`src/hw/mipsPkg.sv`:
```
package mipsPkg;

   localparam int IMEM_WORDS = 1024;
   localparam int DMEM_WORDS = 1024;
   localparam int IMEM_AW = $clog2(IMEM_WORDS);   // word address bits
   localparam int DMEM_AW = $clog2(DMEM_WORDS);

   localparam logic [31:0] SERIAL_BASE = 32'h8000_0000;
   localparam logic [3:0] SERIAL_STATUS = 4'h0;   // bit 0 txReady, bit 1 rxValid
   localparam logic [3:0] SERIAL_RX = 4'h4;
   localparam logic [3:0] SERIAL_TX = 4'h8;

   localparam logic [31:0] RESET_PC = 32'h0000_0000;
   localparam logic [31:0] NOP_WORD = 32'h0000_0000;   // sll $0, $0, 0

   typedef enum logic [5:0] {
      OP_RTYPE = 6'h00, OP_J = 6'h02, OP_JAL = 6'h03, OP_BEQ = 6'h04, OP_BNE = 6'h05,
      OP_ADDIU = 6'h09, OP_ORI = 6'h0d, OP_LUI = 6'h0f,
      OP_LB = 6'h20, OP_LH = 6'h21, OP_LW = 6'h23, OP_LBU = 6'h24, OP_LHU = 6'h25,
      OP_SB = 6'h28, OP_SW = 6'h2b
   } opcodeE;

   typedef enum logic [5:0] {
      F_SLL = 6'h00, F_JR = 6'h08, F_ADDU = 6'h21, F_SUBU = 6'h23,
      F_AND = 6'h24, F_OR = 6'h25, F_XOR = 6'h26, F_SLT = 6'h2a
   } functE;

   typedef struct packed {
      opcodeE     opcode;
      logic [4:0] rs;
      logic [4:0] rt;
      logic [4:0] rd;
      logic [4:0] shamt;
      functE      funct;
   } rTypeT;

   typedef struct packed {
      opcodeE      opcode;
      logic [4:0]  rs;
      logic [4:0]  rt;
      logic [15:0] imm;
   } iTypeT;

   typedef struct packed {
      opcodeE      opcode;
      logic [25:0] target;   // word index within the 256 MB region
   } jTypeT;

   // one instruction word, three field layouts
   typedef union packed {
      rTypeT rType;
      iTypeT iType;
      jTypeT jType;
   } instrT;

   typedef enum logic [3:0] {
      ALU_ADD, ALU_SUB, ALU_AND, ALU_OR, ALU_XOR, ALU_SLT, ALU_SLL, ALU_LUI
   } aluOpE;

   typedef enum logic [1:0] {SRCA_REG, SRCA_PC, SRCA_FWD} srcASelE;
   typedef enum logic [1:0] {SRCB_REG, SRCB_EIGHT, SRCB_FWD, SRCB_IMM} srcBSelE;
   typedef enum logic [1:0] {WB_ALU, WB_LOAD, WB_SERIAL} wbSelE;
   typedef enum logic [2:0] {LD_WORD, LD_HALF, LD_HALFU, LD_BYTE, LD_BYTEU} loadKindE;
   typedef enum logic [1:0] {DST_RT, DST_RD, DST_RA} regDstE;
   typedef enum logic [1:0] {JMP_NONE, JMP_TARGET, JMP_REG} jumpKindE;

   typedef struct packed {
      aluOpE      aluOp;
      srcASelE    srcASel;
      srcBSelE    srcBSel;
      regDstE     regDst;
      logic       regWrite;
      logic       memWrite;
      logic [3:0] byteEnable;   // lanes for offset 0, msb is byte 0
      loadKindE   loadKind;
      wbSelE      wbSel;
      logic       isBranch;
      logic       branchOnEqual;
      jumpKindE   jumpKind;
      logic       serialWrite;   // store intent, address checked in execute
      logic       serialRead;    // load intent
      logic       storeFwd;      // store data comes from the forward path
   } ctrlT;

   typedef struct packed {
      logic [31:0] aluOut;
      logic [31:0] storeData;
      logic [4:0]  writeAddr;
      logic        regWrite;
      logic [3:0]  byteEnable;   // final data memory lanes
      wbSelE       wbSel;
      loadKindE    loadKind;
      logic        serialWrite;
      logic        serialRead;
   } exMwT;

endpackage

```
`src/hw/controlDecode.sv`:
```
`timescale 1ns/1ps

module controlDecode import mipsPkg::*; (
   input  instrT      instr,
   input  logic [4:0] mwWriteAddr,
   input  logic       mwRegWrite,
   output ctrlT       ctrl
);

   logic fwdRs;
   logic fwdRt;

   // previous instruction writes a source register
   assign fwdRs = mwRegWrite && (mwWriteAddr != 5'd0) && (mwWriteAddr == instr.rType.rs);
   assign fwdRt = mwRegWrite && (mwWriteAddr != 5'd0) && (mwWriteAddr == instr.rType.rt);

   always_comb begin
      ctrl = '0;
      case (instr.rType.opcode)
         OP_RTYPE: begin
            ctrl.regDst   = DST_RD;
            ctrl.regWrite = 1'b1;
            case (instr.rType.funct)
               F_ADDU: ctrl.aluOp = ALU_ADD;
               F_SUBU: ctrl.aluOp = ALU_SUB;
               F_AND:  ctrl.aluOp = ALU_AND;
               F_OR:   ctrl.aluOp = ALU_OR;
               F_XOR:  ctrl.aluOp = ALU_XOR;
               F_SLT:  ctrl.aluOp = ALU_SLT;
               F_SLL:  ctrl.aluOp = ALU_SLL;   // shifts rt
               F_JR: begin
                  ctrl.regWrite = 1'b0;
                  ctrl.jumpKind = JMP_REG;
               end
               default: ctrl.regWrite = 1'b0;
            endcase
         end
         OP_ADDIU, OP_ORI, OP_LUI: begin
            ctrl.srcBSel  = SRCB_IMM;
            ctrl.regWrite = 1'b1;
            case (instr.iType.opcode)
               OP_ORI:  ctrl.aluOp = ALU_OR;
               OP_LUI:  ctrl.aluOp = ALU_LUI;
               default: ctrl.aluOp = ALU_ADD;
            endcase
         end
         OP_LW, OP_LH, OP_LHU, OP_LB, OP_LBU: begin
            ctrl.srcBSel    = SRCB_IMM;
            ctrl.regWrite   = 1'b1;
            ctrl.wbSel      = WB_LOAD;
            ctrl.serialRead = 1'b1;
            case (instr.iType.opcode)
               OP_LH:   ctrl.loadKind = LD_HALF;
               OP_LHU:  ctrl.loadKind = LD_HALFU;
               OP_LB:   ctrl.loadKind = LD_BYTE;
               OP_LBU:  ctrl.loadKind = LD_BYTEU;
               default: ctrl.loadKind = LD_WORD;
            endcase
         end
         OP_SW, OP_SB: begin
            ctrl.srcBSel     = SRCB_IMM;
            ctrl.memWrite    = 1'b1;
            ctrl.serialWrite = 1'b1;
            ctrl.byteEnable  = (instr.iType.opcode == OP_SW) ? 4'b1111 : 4'b1000;
         end
         OP_BEQ, OP_BNE: begin
            ctrl.isBranch      = 1'b1;
            ctrl.branchOnEqual = (instr.iType.opcode == OP_BEQ);
         end
         OP_J: ctrl.jumpKind = JMP_TARGET;
         OP_JAL: begin
            ctrl.jumpKind = JMP_TARGET;
            ctrl.srcASel  = SRCA_PC;
            ctrl.srcBSel  = SRCB_EIGHT;   // link = pc + 8
            ctrl.regDst   = DST_RA;
            ctrl.regWrite = 1'b1;
         end
         default: ctrl = '0;
      endcase

      // register operands switch to the writeback value on a match
      if (ctrl.srcASel == SRCA_REG && fwdRs) begin
         ctrl.srcASel = SRCA_FWD;
      end
      if (ctrl.srcBSel == SRCB_REG && fwdRt) begin
         ctrl.srcBSel = SRCB_FWD;
      end
      ctrl.storeFwd = fwdRt;
   end

endmodule

```
`config.mk`:
```
export PLATFORM = sky130hd
export DESIGN_NAME = controlDecode
export DESIGN_NICKNAME = d
export VERILOG_FILES = /design/src/hw/mipsPkg.sv /design/src/hw/controlDecode.sv
export SDC_FILE = /design/constraint.sdc
export NUM_CORES = 1
export LEC_CHECK = 0
export BUFFER_PORTS_ARGS = -buffer_cell sky130_fd_sc_hd__buf_4
export CAP_MARGIN = 40
export CORE_MARGIN = 3
export CORE_UTILIZATION = 35
export DETAILED_ROUTE_END_ITERATION = 12
export PLACE_DENSITY_LB_ADDON = 0.05
export SLEW_MARGIN = 20
export SYNTH_ARGS = -nofsm -noshare
export SYNTH_HDL_FRONTEND = slang
export SYNTH_SLANG_ARGS = --single-unit
```
`constraint.sdc`:
```
create_clock -name vclk -period 2.1
set_clock_uncertainty 0.05 [all_clocks]
set_input_delay 0 -clock vclk [all_inputs]
set_output_delay 0 -clock vclk [all_outputs]
set_load 0.05 [all_outputs]
```
==> impl_results.md, run 1 <==
- DRC: 0
- # diodes: 0
- TritonRoute pass-1 iters: 4
- Remaining Overflow, GRT: 0
- RSZ-0062 raised after global routing: false
- Setup crit start kind: input pin
- Total of clock buffers placed in the layout: 0
- VDD IR max: ~0.14 mV
- IO Count: 66
- Most frequent cell after synthesis: nor2_1
- Post-DP Area: 1020 µm²
- Post-synth top cells: 12 x nor2_1, 8 x buf_4, 8 x xnor2_1
- Post-CTS Resized: 0
- FFs & Latches: 0
- Number of global-route vias before repair: approximately 720
- Setup TNS: 0 ns
- Sw frac: between 50 and 60%
- Sequential power share: 0%
- Final setup viols: 0
- Initial detailed-routing violation count: 4
- Number of max-cap violations: 0
- Hold Path Class: input pin to output pin
- Clock Power Share: 0%
- Crit end category: output pin
- Required time of the worst setup path: 2.05 ns
- Hold-fix buffers, CTS: 0
- Distinct cell type count after synthesis: 37
- Ratio of final minimum period to clock period: 72.3%
- Minimum clock period: 1.52 ns
- WL final: around 1900 µm
- Share of layout cells above drive strength 1: around 41%
- Switching pwr: 120 µW
- Fin area: approximately 1000 µm²
- Pwr Total: between 200 and 250 µW
- Vias: roughly 850
- Pwr Density: 203 nW/µm²
- Die area: between 2000 and 2500 µm²
- Syn avg cell area: roughly 6.4 µm²
- Initial Util: a little under two fifths
- Combinational share of power: 100.0%
- Fmax: around 660 MHz
- Total GRT Usage: roughly 14%
- Top-area cell type share of the netlist area: 10.5%
- Pleak: between 0.0004 and 0.0005 µW
- Vias per Instance: 5.04
- Slew Limit Fails: 0
- Int Pwr: about 87 µW
- Core Rows: 15
- Largest net degree at the start of global routing: 15
- Initial antenna violation count: 0
- Port bufs: 54
- Top cells by area, synth: xnor2_1 10%, xor2_1 9.2%, buf_4 9.0%, nor2_1 6.7%, nand2b_1 4.7%
- Post-CTS Setup Bufs: 0
- Sequential area share after synthesis: 0%
- Status: complete, no violations
- Data arrival, critical path: ~1.5 ns
- Post-Route Utilization: 58.0%
- Hpwl dp: 1620 µm
- Wirelength per Cell: around 12 µm
- Die Wd: around 50 µm
- Fin nets: 183
- FF+latch area: 0 µm²
- Placeable Area: 1760 µm²
- Layout area overhead: 52.9%
- Crit path max fanout: 14
- Largest area contributor in the netlist: xnor2_1
- Mapped Area: around 670 µm²
- Setup CP Type: input pin to output pin
- First-pass GRT wire length: approximately 3000 µm
- Final Hold Viols: 0
- Final Wtd Congestion: 0.798
- Die height: a little under 50 µm
- Routed Antenna Nets: 0
- Synthesis Warnings: 0
- Gate Count Post-Synth: ~100
==> cell usage in the layout, fill, tap and decap left out, drive strengths merged <==
master / Yosys / layout
buf: 10 / 54
nor2: 12 / 12
xnor2: 8 / 8
xor2: 7 / 7
nand2b: 5 / 5
nand3: 5 / 5
nor4: 5 / 5
nand2: 4 / 4
nor3: 4 / 4
a21oi: 3 / 3
a211oi: 3 / 3
nor2b: 3 / 3
o21ai: 3 / 3
or4: 3 / 3
or3b: 2 / 2
inv: 2 / 2
and3: 2 / 2
a21o: 2 / 2
nand3b: 2 / 2
conb: 1 / 2
o22ai: 2 / 2
or2: 1 / 1
or3: 1 / 1
o32ai: 1 / 1
a22oi: 1 / 1
o22a: 1 / 1
a32o: 1 / 1
nor4bb: 1 / 1
nand4: 1 / 1
a32oi: 1 / 1
a31oi: 1 / 1
==> cell families (layout without fill, tap and decap cells) <==
kind of cell,count (synthesis),count (layout),synth area share (%)
AOI/OAI and AO/OA,19,19,20.4
xor gates and xnor gates,15,15,19.6
buffers and inverters,18,56,15.0
other,1,2,0.560
and+or+nand+nor,51,51,44.5
==> final timing paths <==
path                        from        to  cells past startpoint
worst min-delay path  mwRegWrite   ctrl[0]                      4
worst max-delay path   instr[28]  ctrl[17]                      5
==> per-layer routing <==
metal  vias up  part of all wire, %  track usage, %
met5         -                    0               0
met1       372                   43            18.7
met2        30                   49            26.7
met4         0                    0               0
met3         0                  7.9            1.51
li1        444                    -               -
==> worst max-delay path: stages <==
cell and delay, ns:
buf_4 0.16, or4_4 0.56, or3_4 0.36, o22ai_2 0.18, buf_4 0.22
==> stage by stage <==
| stage | std cells | setup WS, ns | hold slack, ns |
|---|---|---|---|
| after global routing | 168 | 0.536 | 0.362 |
| after floorplan | 105 | 0.0584 | 0.178 |
| after global placement | 168 | 0.581 | 0.327 |
| final | 168 | 0.581 | 0.327 |
| after CTS | 168 | 0.579 | 0.326 |
| after detailed placement | 168 | 0.582 | 0.326 |
==> area by class of cell <==
class / instances / area, µm²
Fill cell: 188 / 741
Multi-Input combinational cell: 87 / 579
Timing Repair Buffer: 54 / 405
Tap cell: 25 / 31.3
Inverter: 2 / 7.51
==> power groups by stage <==
| stage | Sequential, µW | Combinational [µW] | Clock [µW] |
|---|---|---|---|
| after floorplan | 0 | 136 | 0 |
| after global placement | 0 | 205 | 0 |
| after detailed placement | 0 | 208 | 0 |
| after CTS | 0 | 209 | 0 |
| after global routing | 0 | 224 | 0 |
| final | 0 | 207 | 0 |
Note: power is estimated with default switching activity, not from simulation.
==> inputs of run 2 (changes only) <==
- clock period: 2.1 -> 1.3 ns (I/O delays scaled with it)
==> run 2 against run 1 <==
Against the previous run:
- the flow now finishes with violations (negative setup slack)
- total power rose by 110%
- critical path depth did not move
- non-clock buffer count rose by 19
- worst setup slack got worse by 0.68 ns
- sequential share of layout area did not move
- largest cell class unchanged
- highest routed layer unchanged
==> impl_results.md, run 2 (synthesis results as in run 1) <==
- Largest net degree at the start of global routing: 14 (-1)
- Pwr Total: 440 µW (+110%)
- Share of layout cells above drive strength 1: 62.3% (+21 points)
- RSZ-0062 raised after global routing: true
- Port bufs: 54 (unchanged)
- Fin nets: 202 (+10%)
- Final setup viols: 4 (+4)
- Worst slack, placed: -0.148 ns (-0.730 ns)
- Hpwl dp: 1990 µm (+23%)
- Total of clock buffers placed in the layout: 0 (unchanged)
- Hold Path Class: input pin to output pin
- Die Wd: 49.7 µm (unchanged)
- Most frequent cells in the layout: 58 x buf_4, 14 x buf_6, 8 x nor2_1, 8 x xnor2_1, 7 x xor2_1
- Layout area overhead: 110%
- Slew Limit Fails: 0 (unchanged)
- Status: finished, violations left
- Setup TNS: -0.228 ns (-0.228 ns)
- Remaining Overflow, GRT: 0 (unchanged)
- Initial detailed-routing violation count: 9 (+5)
- Fmax: approximately 710 MHz
- Fillers: 135 (-28%)
- Final Wtd Congestion: 0.816 (+2.3%)
- VDD IR max: 0.218 mV (+56%)
- Number of global-route vias before repair: 928 (+28%)
- Setup CP Type: input pin to output pin
- Die height: 49.7 µm (unchanged)
- FFs & Latches: 0 (unchanged)
- Hold-fix buffers, CTS: 0 (unchanged)
- Placeable Area: 1760 µm² (unchanged)
- Crit path max fanout: 2 (-12)
- WL final: 2520 µm (+29%)
- Initial Util: 37.9% (unchanged)
- Vias: 948 (+12%)
- TritonRoute pass-1 iters: 4 (unchanged)
- Ratio of final minimum period to clock period: 108%
- Number of max-cap violations: 0 (unchanged)
- Wirelength per Cell: 13.5 µm (+16%)
- Setup crit start kind: input pin
- # diodes: 0 (unchanged)
- Violated checks: negative setup slack
- Required time of the worst setup path: 1.25 ns (-0.80 ns)
- Minimum clock period: about 1.4 ns
- Vias per Instance: 5.07 (+0.67%)
- Pleak: 0.000596 µW (+29%)
- Post-Route Utilization: 79.5% (+21 points)
- Die area: 2470 µm² (unchanged)
- Final Hold Viols: 0 (unchanged)
- Final worst slack: -0.103 ns (-0.684 ns)
- Crit end category: output pin
- IO Count: 66 (unchanged)
- Routed Antenna Nets: 0 (unchanged)
- Data arrival, critical path: 1.35 ns (-0.12 ns)
- Initial antenna violation count: 0 (unchanged)
- First-pass GRT wire length: 4140 µm (+37%)
- FF+latch area: 0 µm² (unchanged)
- Core Rows: 15 (unchanged)
- Commonest non-fill, non-tap cell in the layout: buf_4
- Pwr Density: 314 nW/µm² (+55%)
- DRC: 0 (unchanged)
- Total GRT Usage: 20.1% (+5.8 points)
run 2: changes by cell type in the layout (fill, tap and decap cells not counted), moves of 2 or more:
cell / before / now
nor4_1: 3 / 0
buf_6: 0 / 14
a211oi_1: 3 / 0
nor2_4: 0 / 3
buf_4: 54 / 58
nand3_1: 5 / 3
nand3_2: 0 / 2
nor2_1: 12 / 8
a211oi_4: 0 / 3
nor4_4: 0 / 2
run 2: report_power, final:
part	switching, µW	total, µW	internal [µW]
sequential	0	0	0
combinational	244	440	196
clock	0	0	0
total	244	440	196
run 2: timing repair:
action | CTS | global route
setup buffers | 3 | 0
gates resized for setup | 14 | 9
endpoints found under the setup margin | 5 | 12
pin swaps | 4 | 5
run 2: cell type report:
cell class	count	area, µm²	share of cell area [%]
Tap cell	25	31.3	2.23
Inverter	2	7.51	0.535
Multi-Input combinational cell	87	756	53.9
Timing Repair Buffer	73	608	43.4
run 2: metrics by stage:
stage | hold slack (ns) | std cells | area [µm²]
after detailed placement | 0.329 | 185 | 1310
after global routing | 0.355 | 187 | 1400
after floorplan | 0.133 | 105 | 883
after global placement | 0.325 | 185 | 1310
after CTS | 0.330 | 188 | 1380
final | 0.326 | 187 | 1400
run 2: per-layer routing:
metal  vias up  share of wire (%)  track usage [%]
met5         -                  0                0
met4         0                  0             1.84
met3         0                4.8             2.72
met2        25                 56             38.8
met1       447                 39             24.0
li1        476                  -                -
run 2: worst paths after layout:
check / start / to / slack [ns] / cells after the start
worst min-delay path: mwRegWrite / ctrl[0] / 0.33 / 4
worst max-delay path: instr[28] / ctrl[17] / -0.10 / 5
run 2: worst max-delay path, stage by stage:
cell,delay (ns)
buf_6,0.09
or4_4,0.54
or3_4,0.38
o22ai_4,0.16
buf_6,0.18
